### src/hw/image_proc_defs.svh
`ifndef IMAGE_PROC_DEFS_SVH
`define IMAGE_PROC_DEFS_SVH

// the image is square, this is its side in pixels
`define IMG_DIM 64

// ambtc works on square blocks of this side
`define BLK_DIM 4
`define BLK_PIX 16

// width of one color channel
`define CH_W 8

// widths derived from the sizes above
`define COORD_W 6
`define OFF_W 2
`define BLK_IDX_W 4
`define BLK_POS_W 4
// a sum of 16 channel values needs 12 bits
`define ACC_W 12
// beta counts 0 to 16
`define BETA_W 5

`endif
### src/hw/image_proc_pkg.sv
`include "image_proc_defs.svh"

package image_proc_pkg;

        // one channel value, also used for gray levels
        typedef logic [`CH_W-1:0] pix_t;
        // red in the top byte, green in the middle, blue at the bottom
        typedef logic [3*`CH_W-1:0] rgb_t;
        typedef logic [`COORD_W-1:0] coord_t;
        // pixel index inside a block, row-major
        typedef logic [`BLK_POS_W-1:0] blk_pos_t;
        typedef logic [`ACC_W-1:0] acc_t;
        // one bit per block pixel, indexed by blk_pos_t
        typedef logic [`BLK_PIX-1:0] bitmap_t;

        // top-level phases of the job
        typedef enum logic [1:0] {ph_gray, ph_compress, ph_finish} phase_t;

        // passes run over every block during compression
        typedef enum logic [2:0] {
                pass_sum,
                pass_dev,
                pass_map,
                pass_calc,
                pass_write
        } pass_t;

endpackage

### src/hw/image_proc_top.sv
`timescale 1ns/1ps
`include "image_proc_defs.svh"

module image_proc_top (
        input  logic                   clk,
        input  logic                   rst_n,
        input  image_proc_pkg::rgb_t   in_pix,
        output image_proc_pkg::coord_t row,
        output image_proc_pkg::coord_t col,
        output logic                   out_we,
        output image_proc_pkg::rgb_t   out_pix,
        output logic                   gray_done,
        output logic                   compress_done
);
        import image_proc_pkg::*;

        phase_t   phase;
        pass_t    pass;
        logic     step;
        logic     raster;
        logic     blk_adv;
        logic     blk_end;
        logic     img_end;
        blk_pos_t blk_pos;
        pix_t     low;
        pix_t     high;
        bitmap_t  bitmap;

        // sequencer for the gray phase and the per-block passes
        proc_fsm i_proc_fsm (
                .clk           (clk),
                .rst_n         (rst_n),
                .blk_end       (blk_end),
                .img_end       (img_end),
                .phase         (phase),
                .pass          (pass),
                .step          (step),
                .raster        (raster),
                .blk_adv       (blk_adv),
                .out_we        (out_we),
                .gray_done     (gray_done),
                .compress_done (compress_done)
        );

        // row and col go straight to the memory, the read is combinational
        pixel_scanner i_pixel_scanner (
                .clk     (clk),
                .rst_n   (rst_n),
                .step    (step),
                .raster  (raster),
                .blk_adv (blk_adv),
                .row     (row),
                .col     (col),
                .blk_pos (blk_pos),
                .blk_end (blk_end),
                .img_end (img_end)
        );

        // in the compress phase the memory holds the gray image in green
        block_stats i_block_stats (
                .clk     (clk),
                .rst_n   (rst_n),
                .pass    (pass),
                .gray    (in_pix[2*`CH_W-1:`CH_W]),
                .blk_pos (blk_pos),
                .low     (low),
                .high    (high),
                .bitmap  (bitmap)
        );

        pixel_writer i_pixel_writer (
                .phase   (phase),
                .in_pix  (in_pix),
                .low     (low),
                .high    (high),
                .bitmap  (bitmap),
                .blk_pos (blk_pos),
                .out_pix (out_pix)
        );

endmodule

### src/hw/pixel_writer.sv
`timescale 1ns/1ps
`include "image_proc_defs.svh"

module pixel_writer (
        input  image_proc_pkg::phase_t   phase,
        input  image_proc_pkg::rgb_t     in_pix,
        input  image_proc_pkg::pix_t     low,
        input  image_proc_pkg::pix_t     high,
        input  image_proc_pkg::bitmap_t  bitmap,
        input  image_proc_pkg::blk_pos_t blk_pos,
        output image_proc_pkg::rgb_t     out_pix
);
        import image_proc_pkg::*;

        pix_t red;
        pix_t green;
        pix_t blue;
        pix_t ch_max;
        pix_t ch_min;
        pix_t gray_val;
        pix_t level;
        // one extra bit keeps the carry of max plus min
        logic [`CH_W:0] mid_sum;

        assign red   = in_pix[3*`CH_W-1:2*`CH_W];
        assign green = in_pix[2*`CH_W-1:`CH_W];
        assign blue  = in_pix[`CH_W-1:0];

        // largest and smallest of the three channels
        always_comb begin
                ch_max = red;
                if (green > ch_max)
                        ch_max = green;
                if (blue > ch_max)
                        ch_max = blue;
                ch_min = red;
                if (green < ch_min)
                        ch_min = green;
                if (blue < ch_min)
                        ch_min = blue;
        end

        assign mid_sum  = {1'b0, ch_max} + {1'b0, ch_min};
        assign gray_val = mid_sum[`CH_W:1];

        // the bitmap bit picks the quantizer level for this block pixel
        assign level = bitmap[blk_pos] ? high : low;

        // only green carries data, red and blue are written as 0
        assign out_pix = {{`CH_W{1'b0}}, (phase == ph_gray) ? gray_val : level, {`CH_W{1'b0}}};

endmodule

### src/hw/block_stats.sv
`timescale 1ns/1ps
`include "image_proc_defs.svh"

module block_stats (
        input  logic                     clk,
        input  logic                     rst_n,
        input  image_proc_pkg::pass_t    pass,
        input  image_proc_pkg::pix_t     gray,
        input  image_proc_pkg::blk_pos_t blk_pos,
        output image_proc_pkg::pix_t     low,
        output image_proc_pkg::pix_t     high,
        output image_proc_pkg::bitmap_t  bitmap
);
        import image_proc_pkg::*;

        acc_t               sum_q;
        acc_t               dev_q;
        logic [`BETA_W-1:0] beta_q;

        pix_t               avg;
        pix_t               var_val;
        pix_t               abs_dev;
        logic               at_or_above;
        acc_t               var_scaled;
        acc_t               hi_div;
        acc_t               lo_div;
        acc_t               hi_step;
        acc_t               lo_step;
        logic [`BETA_W-1:0] lo_cnt;

        // dividing by 16 is a drop of the low four bits
        assign avg     = sum_q[`ACC_W-1:`ACC_W-`CH_W];
        assign var_val = dev_q[`ACC_W-1:`ACC_W-`CH_W];

        assign at_or_above = (gray >= avg);
        assign abs_dev     = at_or_above ? (gray - avg) : (avg - gray);

        // high uses 16*var / (2*beta), low uses 16*var / (2*(16-beta))
        assign var_scaled = acc_t'(var_val) * acc_t'(`BLK_PIX);
        assign lo_cnt     = `BETA_W'(`BLK_PIX) - beta_q;
        // a zero count gives divisor 2 here, its quotient is never used
        assign hi_div     = (beta_q == '0) ? acc_t'(2) : acc_t'({beta_q, 1'b0});
        assign lo_div     = (lo_cnt == '0) ? acc_t'(2) : acc_t'({lo_cnt, 1'b0});
        assign hi_step    = var_scaled / hi_div;
        assign lo_step    = var_scaled / lo_div;

        // accumulators, cleared during write so the next block starts at zero
        always_ff @(posedge clk or negedge rst_n) begin
                if (!rst_n) begin
                        sum_q  <= '0;
                        dev_q  <= '0;
                        beta_q <= '0;
                end else begin
                        case (pass)
                        pass_sum: begin
                                sum_q <= sum_q + acc_t'(gray);
                        end
                        pass_dev: begin
                                dev_q <= dev_q + acc_t'(abs_dev);
                        end
                        pass_map: begin
                                if (at_or_above)
                                        beta_q <= beta_q + 1'b1;
                        end
                        pass_write: begin
                                sum_q  <= '0;
                                dev_q  <= '0;
                                beta_q <= '0;
                        end
                        default: begin
                        end
                        endcase
                end
        end

        // the bitmap is rewritten in full by every map pass
        always_ff @(posedge clk) begin
                if (pass == pass_map)
                        bitmap[blk_pos] <= at_or_above;
        end

        // levels are truncated to 8 bits, adding the low byte of the step
        // gives the same result as the full sum modulo 256
        always_ff @(posedge clk) begin
                if (pass == pass_calc) begin
                        high <= avg + hi_step[`CH_W-1:0];
                        // a block with every pixel at or above avg keeps low at avg
                        if (lo_cnt == '0)
                                low <= avg;
                        else
                                low <= avg - lo_step[`CH_W-1:0];
                end
        end

endmodule

### src/hw/pixel_scanner.sv
`timescale 1ns/1ps
`include "image_proc_defs.svh"

module pixel_scanner (
        input  logic                     clk,
        input  logic                     rst_n,
        input  logic                     step,
        input  logic                     raster,
        input  logic                     blk_adv,
        output image_proc_pkg::coord_t   row,
        output image_proc_pkg::coord_t   col,
        output image_proc_pkg::blk_pos_t blk_pos,
        output logic                     blk_end,
        output logic                     img_end
);
        localparam logic [`COORD_W-1:0]   coord_last = `COORD_W'(`IMG_DIM - 1);
        localparam logic [`OFF_W-1:0]     off_last   = `OFF_W'(`BLK_DIM - 1);
        localparam logic [`BLK_IDX_W-1:0] blk_last   = `BLK_IDX_W'(`IMG_DIM / `BLK_DIM - 1);

        // the low bits of row and col are the offset inside the block,
        // the high bits are the block origin in block units
        logic [`OFF_W-1:0]     off_row;
        logic [`OFF_W-1:0]     off_col;
        logic [`BLK_IDX_W-1:0] blk_row;
        logic [`BLK_IDX_W-1:0] blk_col;

        assign off_row = row[`OFF_W-1:0];
        assign off_col = col[`OFF_W-1:0];
        assign blk_row = row[`COORD_W-1:`OFF_W];
        assign blk_col = col[`COORD_W-1:`OFF_W];

        always_ff @(posedge clk or negedge rst_n) begin
                if (!rst_n) begin
                        row <= '0;
                        col <= '0;
                end else if (step) begin
                        if (raster) begin
                                // raster order, the column runs fastest
                                // and both wrap to block 0 at the end
                                col <= col + 1'b1;
                                if (col == coord_last)
                                        row <= row + 1'b1;
                        end else begin
                                // inside a block the offsets wrap to 0 after the last pixel
                                col[`OFF_W-1:0] <= off_col + 1'b1;
                                if (off_col == off_last)
                                        row[`OFF_W-1:0] <= off_row + 1'b1;
                                // blocks are visited row-major, block column first
                                if (blk_end && blk_adv) begin
                                        col[`COORD_W-1:`OFF_W] <= blk_col + 1'b1;
                                        if (blk_col == blk_last)
                                                row[`COORD_W-1:`OFF_W] <= blk_row + 1'b1;
                                end
                        end
                end
        end

        assign blk_pos = {off_row, off_col};
        assign blk_end = (off_row == off_last) && (off_col == off_last);
        // the last raster pixel and the last pixel of the last block coincide
        assign img_end = (row == coord_last) && (col == coord_last);

endmodule

### src/hw/proc_fsm.sv
`timescale 1ns/1ps

module proc_fsm (
        input  logic                   clk,
        input  logic                   rst_n,
        input  logic                   blk_end,
        input  logic                   img_end,
        output image_proc_pkg::phase_t phase,
        output image_proc_pkg::pass_t  pass,
        output logic                   step,
        output logic                   raster,
        output logic                   blk_adv,
        output logic                   out_we,
        output logic                   gray_done,
        output logic                   compress_done
);
        import image_proc_pkg::*;

        // low for the first cycle after reset so that nothing is written
        // while reset is held or right after its release
        logic run;

        // every scan step takes one cycle, the pass changes when the scanner
        // reports the last pixel of the block
        always_ff @(posedge clk or negedge rst_n) begin
                if (!rst_n) begin
                        run           <= 1'b0;
                        phase         <= ph_gray;
                        // write pass keeps the block accumulators cleared
                        pass          <= pass_write;
                        gray_done     <= 1'b0;
                        compress_done <= 1'b0;
                end else begin
                        run           <= 1'b1;
                        gray_done     <= 1'b0;
                        compress_done <= 1'b0;
                        case (phase)
                        ph_gray: begin
                                // the last raster pixel is written in this cycle
                                if (run && img_end) begin
                                        phase     <= ph_compress;
                                        pass      <= pass_sum;
                                        gray_done <= 1'b1;
                                end
                        end
                        ph_compress: begin
                                case (pass)
                                pass_sum: begin
                                        if (blk_end)
                                                pass <= pass_dev;
                                end
                                pass_dev: begin
                                        if (blk_end)
                                                pass <= pass_map;
                                end
                                pass_map: begin
                                        if (blk_end)
                                                pass <= pass_calc;
                                end
                                // calc is a single cycle with the scan held
                                pass_calc: begin
                                        pass <= pass_write;
                                end
                                pass_write: begin
                                        if (blk_end && img_end) begin
                                                phase         <= ph_finish;
                                                compress_done <= 1'b1;
                                        end else if (blk_end) begin
                                                pass <= pass_sum;
                                        end
                                end
                                default: begin
                                        pass <= pass_sum;
                                end
                                endcase
                        end
                        // finish is final, only a reset leaves it
                        default: begin
                        end
                        endcase
                end
        end

        assign raster  = (phase == ph_gray);
        // the block scan moves on only after the compressed block is written
        assign blk_adv = (phase == ph_compress) && (pass == pass_write);
        // the scan holds during calc and finish
        assign step    = run && (raster || ((phase == ph_compress) && (pass != pass_calc)));
        assign out_we  = run && (raster || blk_adv);

endmodule

### config.mk
export PLATFORM = sky130hd
export DESIGN_NAME = image_proc_top
export DESIGN_NICKNAME = d
export VERILOG_FILES = /design/src/hw/image_proc_pkg.sv /design/src/hw/image_proc_top.sv /design/src/hw/pixel_writer.sv /design/src/hw/block_stats.sv /design/src/hw/pixel_scanner.sv /design/src/hw/proc_fsm.sv
export VERILOG_INCLUDE_DIRS = /design/src /design/src/hw
export SDC_FILE = /design/constraint.sdc
export NUM_CORES = 1
export LEC_CHECK = 0
export BUFFER_PORTS_ARGS = -buffer_cell sky130_fd_sc_hd__buf_2
export CAP_MARGIN = 10
export CORE_UTILIZATION = 69
export DETAILED_ROUTE_END_ITERATION = 10
export PLACE_DENSITY = 0.91
export SLEW_MARGIN = 20
export SYNTH_ARGS = -nofsm -noshare
export SYNTH_HDL_FRONTEND = slang
export SYNTH_SLANG_ARGS = --single-unit
export TNS_END_PERCENT = 1
### constraint.sdc
create_clock -name clk -period 39.3 [get_ports clk]
set_clock_uncertainty 0.05 [all_clocks]
set_input_delay 7.86 -clock clk [delete_from_list [all_inputs] [get_ports clk]]
set_output_delay 7.86 -clock clk [all_outputs]
set_load 0.01 [all_outputs]
==> metrics, run 1 <==
Synth area leader ha_1; Netlist Area Pre-Place 0.0117 mm^2; CP dominant cell by count o21a_1; global route overflow 0; CTS tree built; Post-Route Setup TNS 0 ps; EDFF count, synth 32; Reg power frac 25.0%; FF-to-FF path depth 92; Achievable Freq 0.0452 GHz; Comb pwr share 57.3%; non-filler cells, final 1,636; Worst setup SP type flip-flop; CP Class flip-flop to flip-flop; Finish-stage setup viols 0; Clk pwr share 17.7%; post-synth top area share 18.8%; max_cap viols 0; Port Buffers 48; Distinct cells, synth 104; Clock Latency Late Sink 350 ps; DR iter-0 viols 677; hold depth 2; clk slew on worst S/H paths 70 ps; Synth warnings 0; RSZ-0062 raised after global routing false; Final Hold Vio Count 0; Post-CTS Setup Bufs 0; CP max FO 16; min Tclk post-route 22,110 ps; clock buffer depth 2; nets 1,622; clk sinks 81; GRT Total Usage 34.3%; # diodes 0; top-count cell post-synth ha_1; synth cell count leaders 176 x ha_1, 121 x nor2_1, 99 x a21oi_1, 91 x inv_1, 88 x nand2_1; Slew Viols, Final 0; First-pass DRT Iterations 5; Worst EP required 39,350 ps; # DRC 0; num ports 65; chip height 132 um; pwr dens 40.5 mW/mm^2; Max VDD drop 0.0383 mV; P_sw 0.217 mW; CTS resizes 0; Int Pwr 0.283 mW; Cells after Synth 1,388; arrival time worst endpoint 22,160 ps; Cell Rows 47; wirelength, routed 29,700 um; initial antenna violation count 1; Sw Share 43.4%; routed vias/inst 6.54; ys async rst share 60.5%; Root Buffer clkbuf_16; Post-DRT Antenna Nets 0; status finished, final reports clean; Most used DFF post-synth dfrtp_1; H-Tree Depth 3; CTS buffer count 9; hold buffers post-CTS 0; largest net degree at the start of global routing 50; Detailed Place HPWL 22,800 um; Slew @ Worst Pin 1030 ps; HP Class flip-flop to flip-flop; share of cells above drive strength 1 11.0%; Setup crit end kind flip-flop; WL per Instance 18.1 um; leak pwr 5.96 nW; register area share after synthesis 18.7%; Final period util 56.3%; CP max-delay cell dfrtp_1; first-pass GRT wire length 49,300 um; vias in the first global route 10,600; fill cell count 1,164; final RePlAce weighted congestion 0.936; critical path's largest stage delay 570 ps; Initial Util 70.5%; CORE AREA 0.0166 mm^2; Die X-Extent 132 um; Area contributors post-synth ha_1 19%, dfrtp_1 10%, edfxtp_1 8.2%, a21oi_1 4.2%, nor2_1 3.9%; Syn Area/Cell 8.43 um^2; dpl cells 1,620; Die ar. 0.0175 mm^2; vias 10,700; Worst slew margin 31.3%; synth-to-layout area growth 5.42%; #FFs+latches synth 81
[state kept, by name, indices dropped and copies added (netlist names)]
| name | flops |
|---|---|
| i_proc_fsm.compress_done | 1 |
| i_proc_fsm.pass | 3 |
| i_block_stats.bitmap | 16 |
| i_proc_fsm.phase | 2 |
| i_block_stats.beta_q | 5 |
| i_proc_fsm.gray_done | 1 |
| i_pixel_scanner.col | 6 |
| i_block_stats.dev_q | 12 |
| i_pixel_scanner.row | 6 |
| i_block_stats.high | 8 |
| i_proc_fsm.run | 1 |
| i_block_stats.sum_q | 12 |
| i_block_stats.low | 8 |
[cell type report]
| class | count | area (um^2) | area share, % |
|---|---|---|---|
| clock buffer | 9 | 225 | 1.83 |
| clock inverter | 7 | 77.6 | 0.629 |
| inverter | 93 | 349 | 2.83 |
| multi-input combinational | 1171 | 8920 | 72.4 |
| sequential | 81 | 2190 | 17.7 |
| tap | 220 | 275 | 2.23 |
| timing repair buffer | 55 | 293 | 2.37 |
[kinds of logic (layout without fill, tap and decap cells)]
| family | Yosys count | in the layout | synth area share [%] |
|---|---|---|---|
| and+or+nand+nor | 430 | 430 | 19.1 |
| AOI/OAI and AO/OA | 382 | 382 | 22.7 |
| DFF | 81 | 81 | 18.7 |
| buffers and inverters | 151 | 164 | 5.49 |
| xor gates and xnor gates | 85 | 85 | 6.37 |
| muxes | 72 | 72 | 7.26 |
| adders and majority gates | 185 | 185 | 20.4 |
| other | 2 | 17 | 0.0642 |
[power by group through the flow]
| stage | clock network (mW) | logic [mW] | registers [mW] |
|---|---|---|---|
| final | 0.0885 | 0.286 | 0.125 |
| after global routing | 0.0912 | 0.317 | 0.126 |
| after CTS | 0.0882 | 0.282 | 0.124 |
| after detailed placement | 0 | 0.276 | 0.126 |
| after global placement | 0 | 0.262 | 0.125 |
| after floorplan | 0 | 0.213 | 0.119 |
[worst max-delay path, delay by kind of cell (launching register included)]
family | cells | cell delay [ps]
AOI/OAI and AO/OA | 50 | 10690
xor gates and xnor gates | 1 | 90
adders and majority gates | 14 | 4050
buffers and inverters | 5 | 870
DFF | 1 | 570
muxes | 4 | 1410
and+or+nand+nor | 18 | 4090
[metal layers]
| metal | vias to the layer above | wire length [um] | GRT usage [%] |
|---|---|---|---|
| li1 | 5078 | - | - |
| met3 | 114 | 1640 | 4.50 |
| met2 | 356 | 14600 | 61.3 |
| met1 | 5154 | 12200 | 40.1 |
| met4 | 2 | 1270 | 18.1 |
| met5 | - | 10 | 0 |
[path summary, 6_finish.rpt]
check	start	to	slack, ps
min in group asynchronous	rst_n	i_block_stats.sum_q[8]$_DFFE_PN0P_	7580
hold / removal	i_block_stats.dev_q[2]$_DFFE_PN0P_	i_block_stats.dev_q[2]$_DFFE_PN0P_	450
max in group asynchronous	rst_n	i_block_stats.sum_q[0]$_DFFE_PN0P_	31140
setup reg to reg	i_block_stats.beta_q[0]$_DFFE_PN0P_	i_block_stats.high[7]$_DFFE_PN_	17190
hold reg to reg	i_block_stats.dev_q[2]$_DFFE_PN0P_	i_block_stats.dev_q[2]$_DFFE_PN0P_	450
setup / recovery	i_block_stats.beta_q[0]$_DFFE_PN0P_	i_block_stats.high[7]$_DFFE_PN_	17190
[cells in the final DEF (no fill, tap or decap), types with 5 or more instances in the layout]
| master | netlist | final |
|---|---|---|
| ha_1 | 176 | 176 |
| nor2_1 | 121 | 121 |
| a21oi_1 | 99 | 99 |
| inv_1 | 91 | 91 |
| nand2_1 | 88 | 88 |
| o21ai_0 | 71 | 71 |
| xnor2_1 | 51 | 51 |
| dfrtp_1 | 48 | 48 |
| buf_2 | 3 | 48 |
| o21a_1 | 44 | 44 |
| a21o_1 | 43 | 43 |
| nor3_1 | 39 | 39 |
| mux2i_1 | 38 | 38 |
| xor2_1 | 34 | 34 |
| edfxtp_1 | 32 | 32 |
| nand2b_1 | 29 | 29 |
| and3_1 | 26 | 26 |
| nor2b_1 | 25 | 25 |
| nand3_1 | 20 | 20 |
| mux2_2 | 20 | 20 |
| conb_1 | 2 | 17 |
| or3_1 | 12 | 12 |
| o211ai_1 | 12 | 12 |
| o21bai_1 | 11 | 11 |
| nand4_1 | 11 | 11 |
| a31oi_1 | 10 | 10 |
| or2_2 | 9 | 9 |
| and2_1 | 9 | 9 |
| a211oi_1 | 9 | 9 |
| fa_1 | 9 | 9 |
| clkbuf_16 | 0 | 9 |
| o21ai_1 | 7 | 7 |
| buf_4 | 17 | 7 |
| o31ai_1 | 6 | 6 |
| nor4_1 | 6 | 6 |
| mux2_4 | 5 | 5 |
| mux4_2 | 5 | 5 |
[through the flow]
step                instance area (um^2)  util [%]  setup WS, ps  total power, mW  hold slack (ps)
finish                             12300      74.4         17190            0.500              448
global route                       12300      74.4         15800            0.534              482
CTS                                12300      74.4         17640            0.494              448
detailed placement                 12000      72.5         17810            0.402              432
global placement                   12000      72.5         18080            0.387              406
floorplan                          11800         -         18880            0.331              393
Note: power is estimated with default switching activity, not from simulation.
==> run 2: changes to the inputs <==
Settings changed: ABC_AREA set to 1, CORE_UTILIZATION 69 to 64, PLACE_DENSITY 0.91 to 0.85.
Clock period 39.3 ns to 21.3 ns, I/O delays scaled along.
==> run 2 against run 1 <==
  * Sequential share of layout area up 0.44 points
  * Die area up 4.7%
  * Combinational power up 80%
  * Worst hold slack better by 3.6 ps
  * Synthesized area down 2.8%
  * Critical path type unchanged
  * Largest power group unchanged
==> metrics, run 2 <==
Cell Rows 48 (+2.1%); chip height 135 um (+2.3%); clk sinks 81 (unchanged); status finished, final reports clean; nets 1,881 (+16%); CP dominant cell by count nand2_1; Most Used Layer, Global Route met2; # DRC 0 (unchanged); hold depth 2 (unchanged); GRT Total Usage 30.3% (-4.0 points); First-pass DRT Iterations 7 (+2); post-route cell area 0.0120 mm^2 (-2.4%); Synth area leader ha_1; vias in the first global route 10,200 (-4.5%); arrival time worst endpoint 18,800 ps (-3360 ps); Port Buffers 48 (unchanged); #FFs+latches synth 81 (unchanged); Netlist Area Pre-Place 0.0114 mm^2 (-2.8%); global route overflow 0 (unchanged); Cells after Synth 1,635 (+18%); CP max-delay cell ha_1; post-synth top area share 19.4% (+0.55 points); CP max FO 11 (-5); CTS resizes 0 (unchanged); Slew Viols, Final 0 (unchanged); Worst setup SP type flip-flop; ys async rst share 60.5% (unchanged); Max VDD drop 0.0821 mV (+110%); most frequent cells in the layout 356 x nand2_1, 215 x inv_1, 176 x ha_1; Post-DRT Antenna Nets 0 (unchanged); CTS buffer count 9 (unchanged); synth-to-layout area growth 5.86%; initial antenna violation count 0 (-1); Post-DP Area 0.0118 mm^2 (-2.3%); synth cell count leaders 356 x nand2_1, 215 x inv_1, 176 x ha_1, 143 x o21ai_0, 126 x nor2_1; max reg flops 16 (unchanged); met3 Use GR 2.88% (-1.6 points); # diodes 0 (unchanged); top-count cell post-synth nand2_1; WL per Instance 14.3 um (-21%); register area share after synthesis 19.3% (+0.54 points); critical path's largest stage delay 650 ps (+80 ps); Largest Register i_block_stats.bitmap; wirelength, routed 27,200 um (-8.5%); share of cells above drive strength 1 9.85% (-1.2 points); Die X-Extent 135 um (+2.3%); EDFF count, synth 32 (unchanged); min Tclk post-route 18,770 ps (-3340 ps); CORE AREA 0.0173 mm^2 (+4.3%); max_cap viols 0 (unchanged); FF-to-FF path depth 118 (+28%); hold buffers post-CTS 0 (unchanged); first-pass GRT wire length 45,300 um (-8.0%); Finish-stage setup viols 0 (unchanged); Achievable Freq 0.0533 GHz (+18%); Initial Util 65.7% (-4.8 points); Synth warnings 0 (unchanged); clock buffer depth 2 (unchanged); CP Class flip-flop to flip-flop; Regs by FF count i_block_stats.bitmap x16, i_block_stats.dev_q x12, i_block_stats.sum_q x12; Detailed Place HPWL 22,000 um (-3.6%); H-Tree Depth 3 (unchanged); leak pwr 6.54 nW (+9.6%); Root Buffer clkbuf_16; Worst EP required 21,340 ps (-18,010 ps); vias 10,800 (+0.99%); Clock Latency Late Sink 340 ps (about the same); Post-Route Setup TNS 0 ps (unchanged); Slew @ Worst Pin 1010 ps (-15.9 ps); final RePlAce weighted congestion 0.940 (+0.42%); Distinct cells, synth 60 (-42%); met1 Use GR 38.0% (-2.1 points); clk slew on worst S/H paths 70 ps (about the same); HP Class flip-flop to flip-flop; Most used DFF post-synth dfrtp_1; DR iter-0 viols 741 (+9.5%); Die ar. 0.0183 mm^2 (+4.7%); num ports 65 (unchanged); largest net degree at the start of global routing 35 (-30%); Worst slew margin 32.3% (+1.0 points); Post-CTS Setup Bufs 0 (unchanged); GR Layer Usage met2 53.2% (-8.1 points); most common cell after layout, fill and taps aside nand2_1; Area contributors post-synth ha_1 19%, nand2_1 12%, dfrtp_1 11%, edfxtp_1 8.5%, inv_1 7.1%; pwr dens 73.9 mW/mm^2 (+82%); Syn Area/Cell 6.95 um^2 (-17%); CTS tree built; Final period util 88.1% (+32 points); Final Hold Vio Count 0 (unchanged); routed vias/inst 5.69 (-13%); Setup crit end kind flip-flop; RSZ-0062 raised after global routing false; Final Total Pwr 0.889 mW (+78%)
==> run 2: area by class of cell <==
type	instances	area [um^2]
timing repair buffer	53	278
inverter	238	897
fill	1413	5260
clock buffer	9	225
clock inverter	7	55.1
multi-input combinational	1287	8110
tap	225	282
sequential	81	2190
==> run 2: report_power, final <==
part / total (mW) / switching (mW) / internal [mW]
Clock: 0.147 / 0.0668 / 0.0802
Sequential: 0.228 / 0.0319 / 0.196
Combinational: 0.514 / 0.317 / 0.198
==> run 2: path summary, 6_finish.rpt <==
kind                                                startpoint                                 end  slack, ps
min in group asynchronous                                rst_n  i_pixel_scanner.row[2]$_DFFE_PN0P_       3790
max in group asynchronous                                rst_n      i_proc_fsm.pass[2]$_DFFE_PN1P_      16580
hold / removal              i_block_stats.sum_q[3]$_DFFE_PN0P_  i_block_stats.sum_q[3]$_DFFE_PN0P_        450
setup reg to reg           i_block_stats.beta_q[0]$_DFFE_PN0P_      i_block_stats.low[6]$_DFFE_PN_       2530
hold reg to reg             i_block_stats.sum_q[3]$_DFFE_PN0P_  i_block_stats.sum_q[3]$_DFFE_PN0P_        450
setup / recovery           i_block_stats.beta_q[0]$_DFFE_PN0P_      i_block_stats.low[6]$_DFFE_PN_       2530
==> run 2: worst max-delay path, delay by kind of cell, from the launching register on <==
| family | cells | cell delay (ps) |
|---|---|---|
| buf+inv | 15 | 1800 |
| flops | 1 | 430 |
| xor+xnor | 1 | 120 |
| compound gates | 32 | 5440 |
| simple gates | 55 | 5600 |
| fa+ha+maj | 15 | 5080 |
==> run 2: kinds of logic after synthesis <==
| logic type | synth area share [%] |
|---|---|
| xor gates and xnor gates | 5.92 |
| buffers and inverters | 9.96 |
| muxes | 0.187 |
| adders and majority gates | 21.0 |
| and+or+nand+nor | 26.5 |
| AOI/OAI and AO/OA | 17.2 |
| other | 0.0661 |
| DFF | 19.3 |
==> run 2: routing by layer <==
layer	part of all wire, %	up-vias
met5	0	-
met4	3.2	0
li1	-	5466
met1	44	4957
met2	48	320
met3	5.1	67
==> run 2: through the flow <==
step	util, %	setup WS, ps	instances	hold WS (ps)
global placement	67.9	3680	1884	428
floorplan	-	5150	1650	406
detailed placement	67.9	2730	1884	433
CTS	69.6	2680	1900	453
finish	69.6	2530	1900	452
global route	69.6	520	1900	473
==> run 3: changes to the inputs <==
Settings changed: BUFFER_PORTS_ARGS -buffer_cell sky130_fd_sc_hd__buf_2 to not set, CORE_UTILIZATION 64 to 67, DONT_BUFFER_PORTS set to 1.
==> run 3 against run 2 <==
  * Setup slack better by 120 ps
  * Sequential share of layout area up 0.35 points
  * Register-to-register slack better by 120 ps
  * Final area down 1.9%
  * Clock power up 9.5%
  * Non-clock buffer count down 49
  * First-iteration DRC count down 9.0%
  * Routed wire length down 0.70%
  * Sequential power up 3%
  * Worst hold slack better by 15 ps
  * Clock-buffer cell count up 3
  * Largest cell class unchanged
==> metrics, run 3 (synthesis gave the netlist of run 2 again) <==
status finished, final reports clean; CP max FO 11 (unchanged); Die X-Extent 132 um (-2.2%); Final Total Pwr 0.883 mW (-0.67%); hold buffers post-CTS 0 (unchanged); Final period util 87.5% (-0.58 points); RSZ-0062 raised after global routing false; Slew Viols, Final 0 (unchanged); Post-DRT Antenna Nets 0 (unchanged); DR iter-0 viols 674 (-9.0%); CP max-delay cell ha_1; First-pass DRT Iterations 5 (-2); clock buffer depth 2 (unchanged); # DRC 0 (unchanged); arrival time worst endpoint 18,690 ps (-110 ps); most common cell after layout, fill and taps aside nand2_1; Post-Route Setup TNS 0 ps (unchanged); Post-CTS Setup Bufs 0 (unchanged); first-pass GRT wire length 45,600 um (+0.67%); Hold WS 467 ps (+15.1 ps); global route overflow 0 (unchanged); Worst slew margin 40.8% (+8.5 points); Cell Rows 47 (-2.1%); pwr dens 74.8 mW/mm^2 (+1.2%); GRT Total Usage 31.5% (+1.2 points); CTS buffer count 9 (unchanged); Final Hold Vio Count 0 (unchanged); vias 10,600 (-2.2%); Clock Latency Late Sink 350 ps (about the same); Slew @ Worst Pin 886 ps (-125 ps); share of cells above drive strength 1 7.07% (-2.8 points); Finish-stage setup viols 0 (unchanged); H-Tree Depth 3 (unchanged); num ports 65 (unchanged); synth-to-layout area growth 3.87%; CTS tree built; clk slew on worst S/H paths 60 ps (about the same); Initial Util 68.5% (+2.8 points); Root Buffer clkbuf_16; max reg flops 16 (unchanged); Achievable Freq 0.0536 GHz (+0.67%); final RePlAce weighted congestion 0.952 (+1.3%); Regs by FF count i_block_stats.bitmap x16, i_block_stats.dev_q x12, i_block_stats.sum_q x12; HP Class flip-flop to flip-flop; WL per Instance 14.6 um (+2.2%); min Tclk post-route 18,640 ps (-124 ps); CP dominant cell by count nand2_1; clk sinks 81 (unchanged); chip height 132 um (-2.2%); critical path's largest stage delay 640 ps (about the same); max_cap viols 0 (unchanged); fill cell count 1,376 (-2.6%); Max VDD drop 0.0591 mV (-28%); Die ar. 0.0175 mm^2 (-4.4%); routed vias/inst 5.72 (+0.62%); # diodes 0 (unchanged); Worst EP required 21,340 ps (about the same); largest net degree at the start of global routing 50 (+43%); initial antenna violation count 1 (+1); CTS resizes 0 (unchanged); most frequent cells in the layout 356 x nand2_1, 215 x inv_1, 176 x ha_1; Worst setup SP type flip-flop; Largest Register i_block_stats.bitmap; Port Buffers 0 (-100%); Setup crit end kind flip-flop; CP Class flip-flop to flip-flop; wirelength, routed 27,000 um (-0.70%); vias in the first global route 9,974 (-2.0%); leak pwr 6.34 nW (-3.0%); CORE AREA 0.0166 mm^2 (-4.1%); Detailed Place HPWL 21,500 um (-2.3%); nets 1,832 (-2.6%)
## run 3: cell count changes in the layout (fill, tap and decap cells not counted), sizes merged
cell    change
buf        -50
clkbuf      +4
clkinv      -3
## run 3: stage by stage
| step | worst slack [ps] | utilization, % | cells | cell area [um^2] |
|---|---|---|---|---|
| 2_1_floorplan | 5150 | - | 1650 | 11400 |
| 3_3_place_gp | 3720 | 69.3 | 1829 | 11500 |
| 3_5_place_dp | 2760 | 69.3 | 1829 | 11500 |
| 4_1_cts | 2700 | 71.2 | 1845 | 11800 |
| 5_1_grt | 518 | 71.2 | 1846 | 11800 |
| 6_report | 2660 | 71.2 | 1846 | 11800 |
## run 3: worst paths after layout
| kind | from | cells after the start | slack (ps) | to |
|---|---|---|---|---|
| setup / recovery | i_block_stats.beta_q[0]$_DFFE_PN0P_ | 116 | 2660 | i_block_stats.low[6]$_DFFE_PN_ |
| hold / removal | i_block_stats.dev_q[0]$_DFFE_PN0P_ | 2 | 470 | i_block_stats.dev_q[0]$_DFFE_PN0P_ |
| setup reg to reg | i_block_stats.beta_q[0]$_DFFE_PN0P_ | 116 | 2660 | i_block_stats.low[6]$_DFFE_PN_ |
| hold reg to reg | i_block_stats.dev_q[0]$_DFFE_PN0P_ | 2 | 470 | i_block_stats.dev_q[0]$_DFFE_PN0P_ |
| max in group asynchronous | rst_n | 0 | 17480 | i_proc_fsm.pass[2]$_DFFE_PN1P_ |
| min in group asynchronous | rst_n | 0 | 3550 | i_block_stats.sum_q[0]$_DFFE_PN0P_ |
## run 3: area by class of cell
cell class              instances  area, um^2  share of cell area (%)
repair buffers                  4        30.0                   0.254
clock inverters                 4        30.0                   0.254
multi-input cells            1287        8110                    68.7
flip-flops and latches         81        2190                    18.5
clock buffers                  12         279                    2.36
well taps                     220         275                    2.33
inverters                     238         897                    7.60
## run 3: critical path: cells and delay by family, from the launching register on
kind	cells	cell delay (ps)
buf+inv	14	1710
simple gates	53	5400
xor+xnor	1	130
compound gates	33	5640
flops	1	410
fa+ha+maj	15	5000
## run 3: routing by layer
| layer | track usage, % | routed length [um] |
|---|---|---|
| met2 | 55.0 | 12900 |
| met1 | 39.4 | 11800 |
| met4 | 11.9 | 737 |
| met3 | 4.58 | 1500 |
| met5 | 0 | 12 |
## run 3: power breakdown
| group | total [mW] | internal, mW | switching, mW |
|---|---|---|---|
| Sequential | 0.234 | 0.196 | 0.0383 |
| Combinational | 0.489 | 0.185 | 0.304 |
| Clock | 0.161 | 0.0939 | 0.0666 |
| Total | 0.883 | 0.474 | 0.409 |
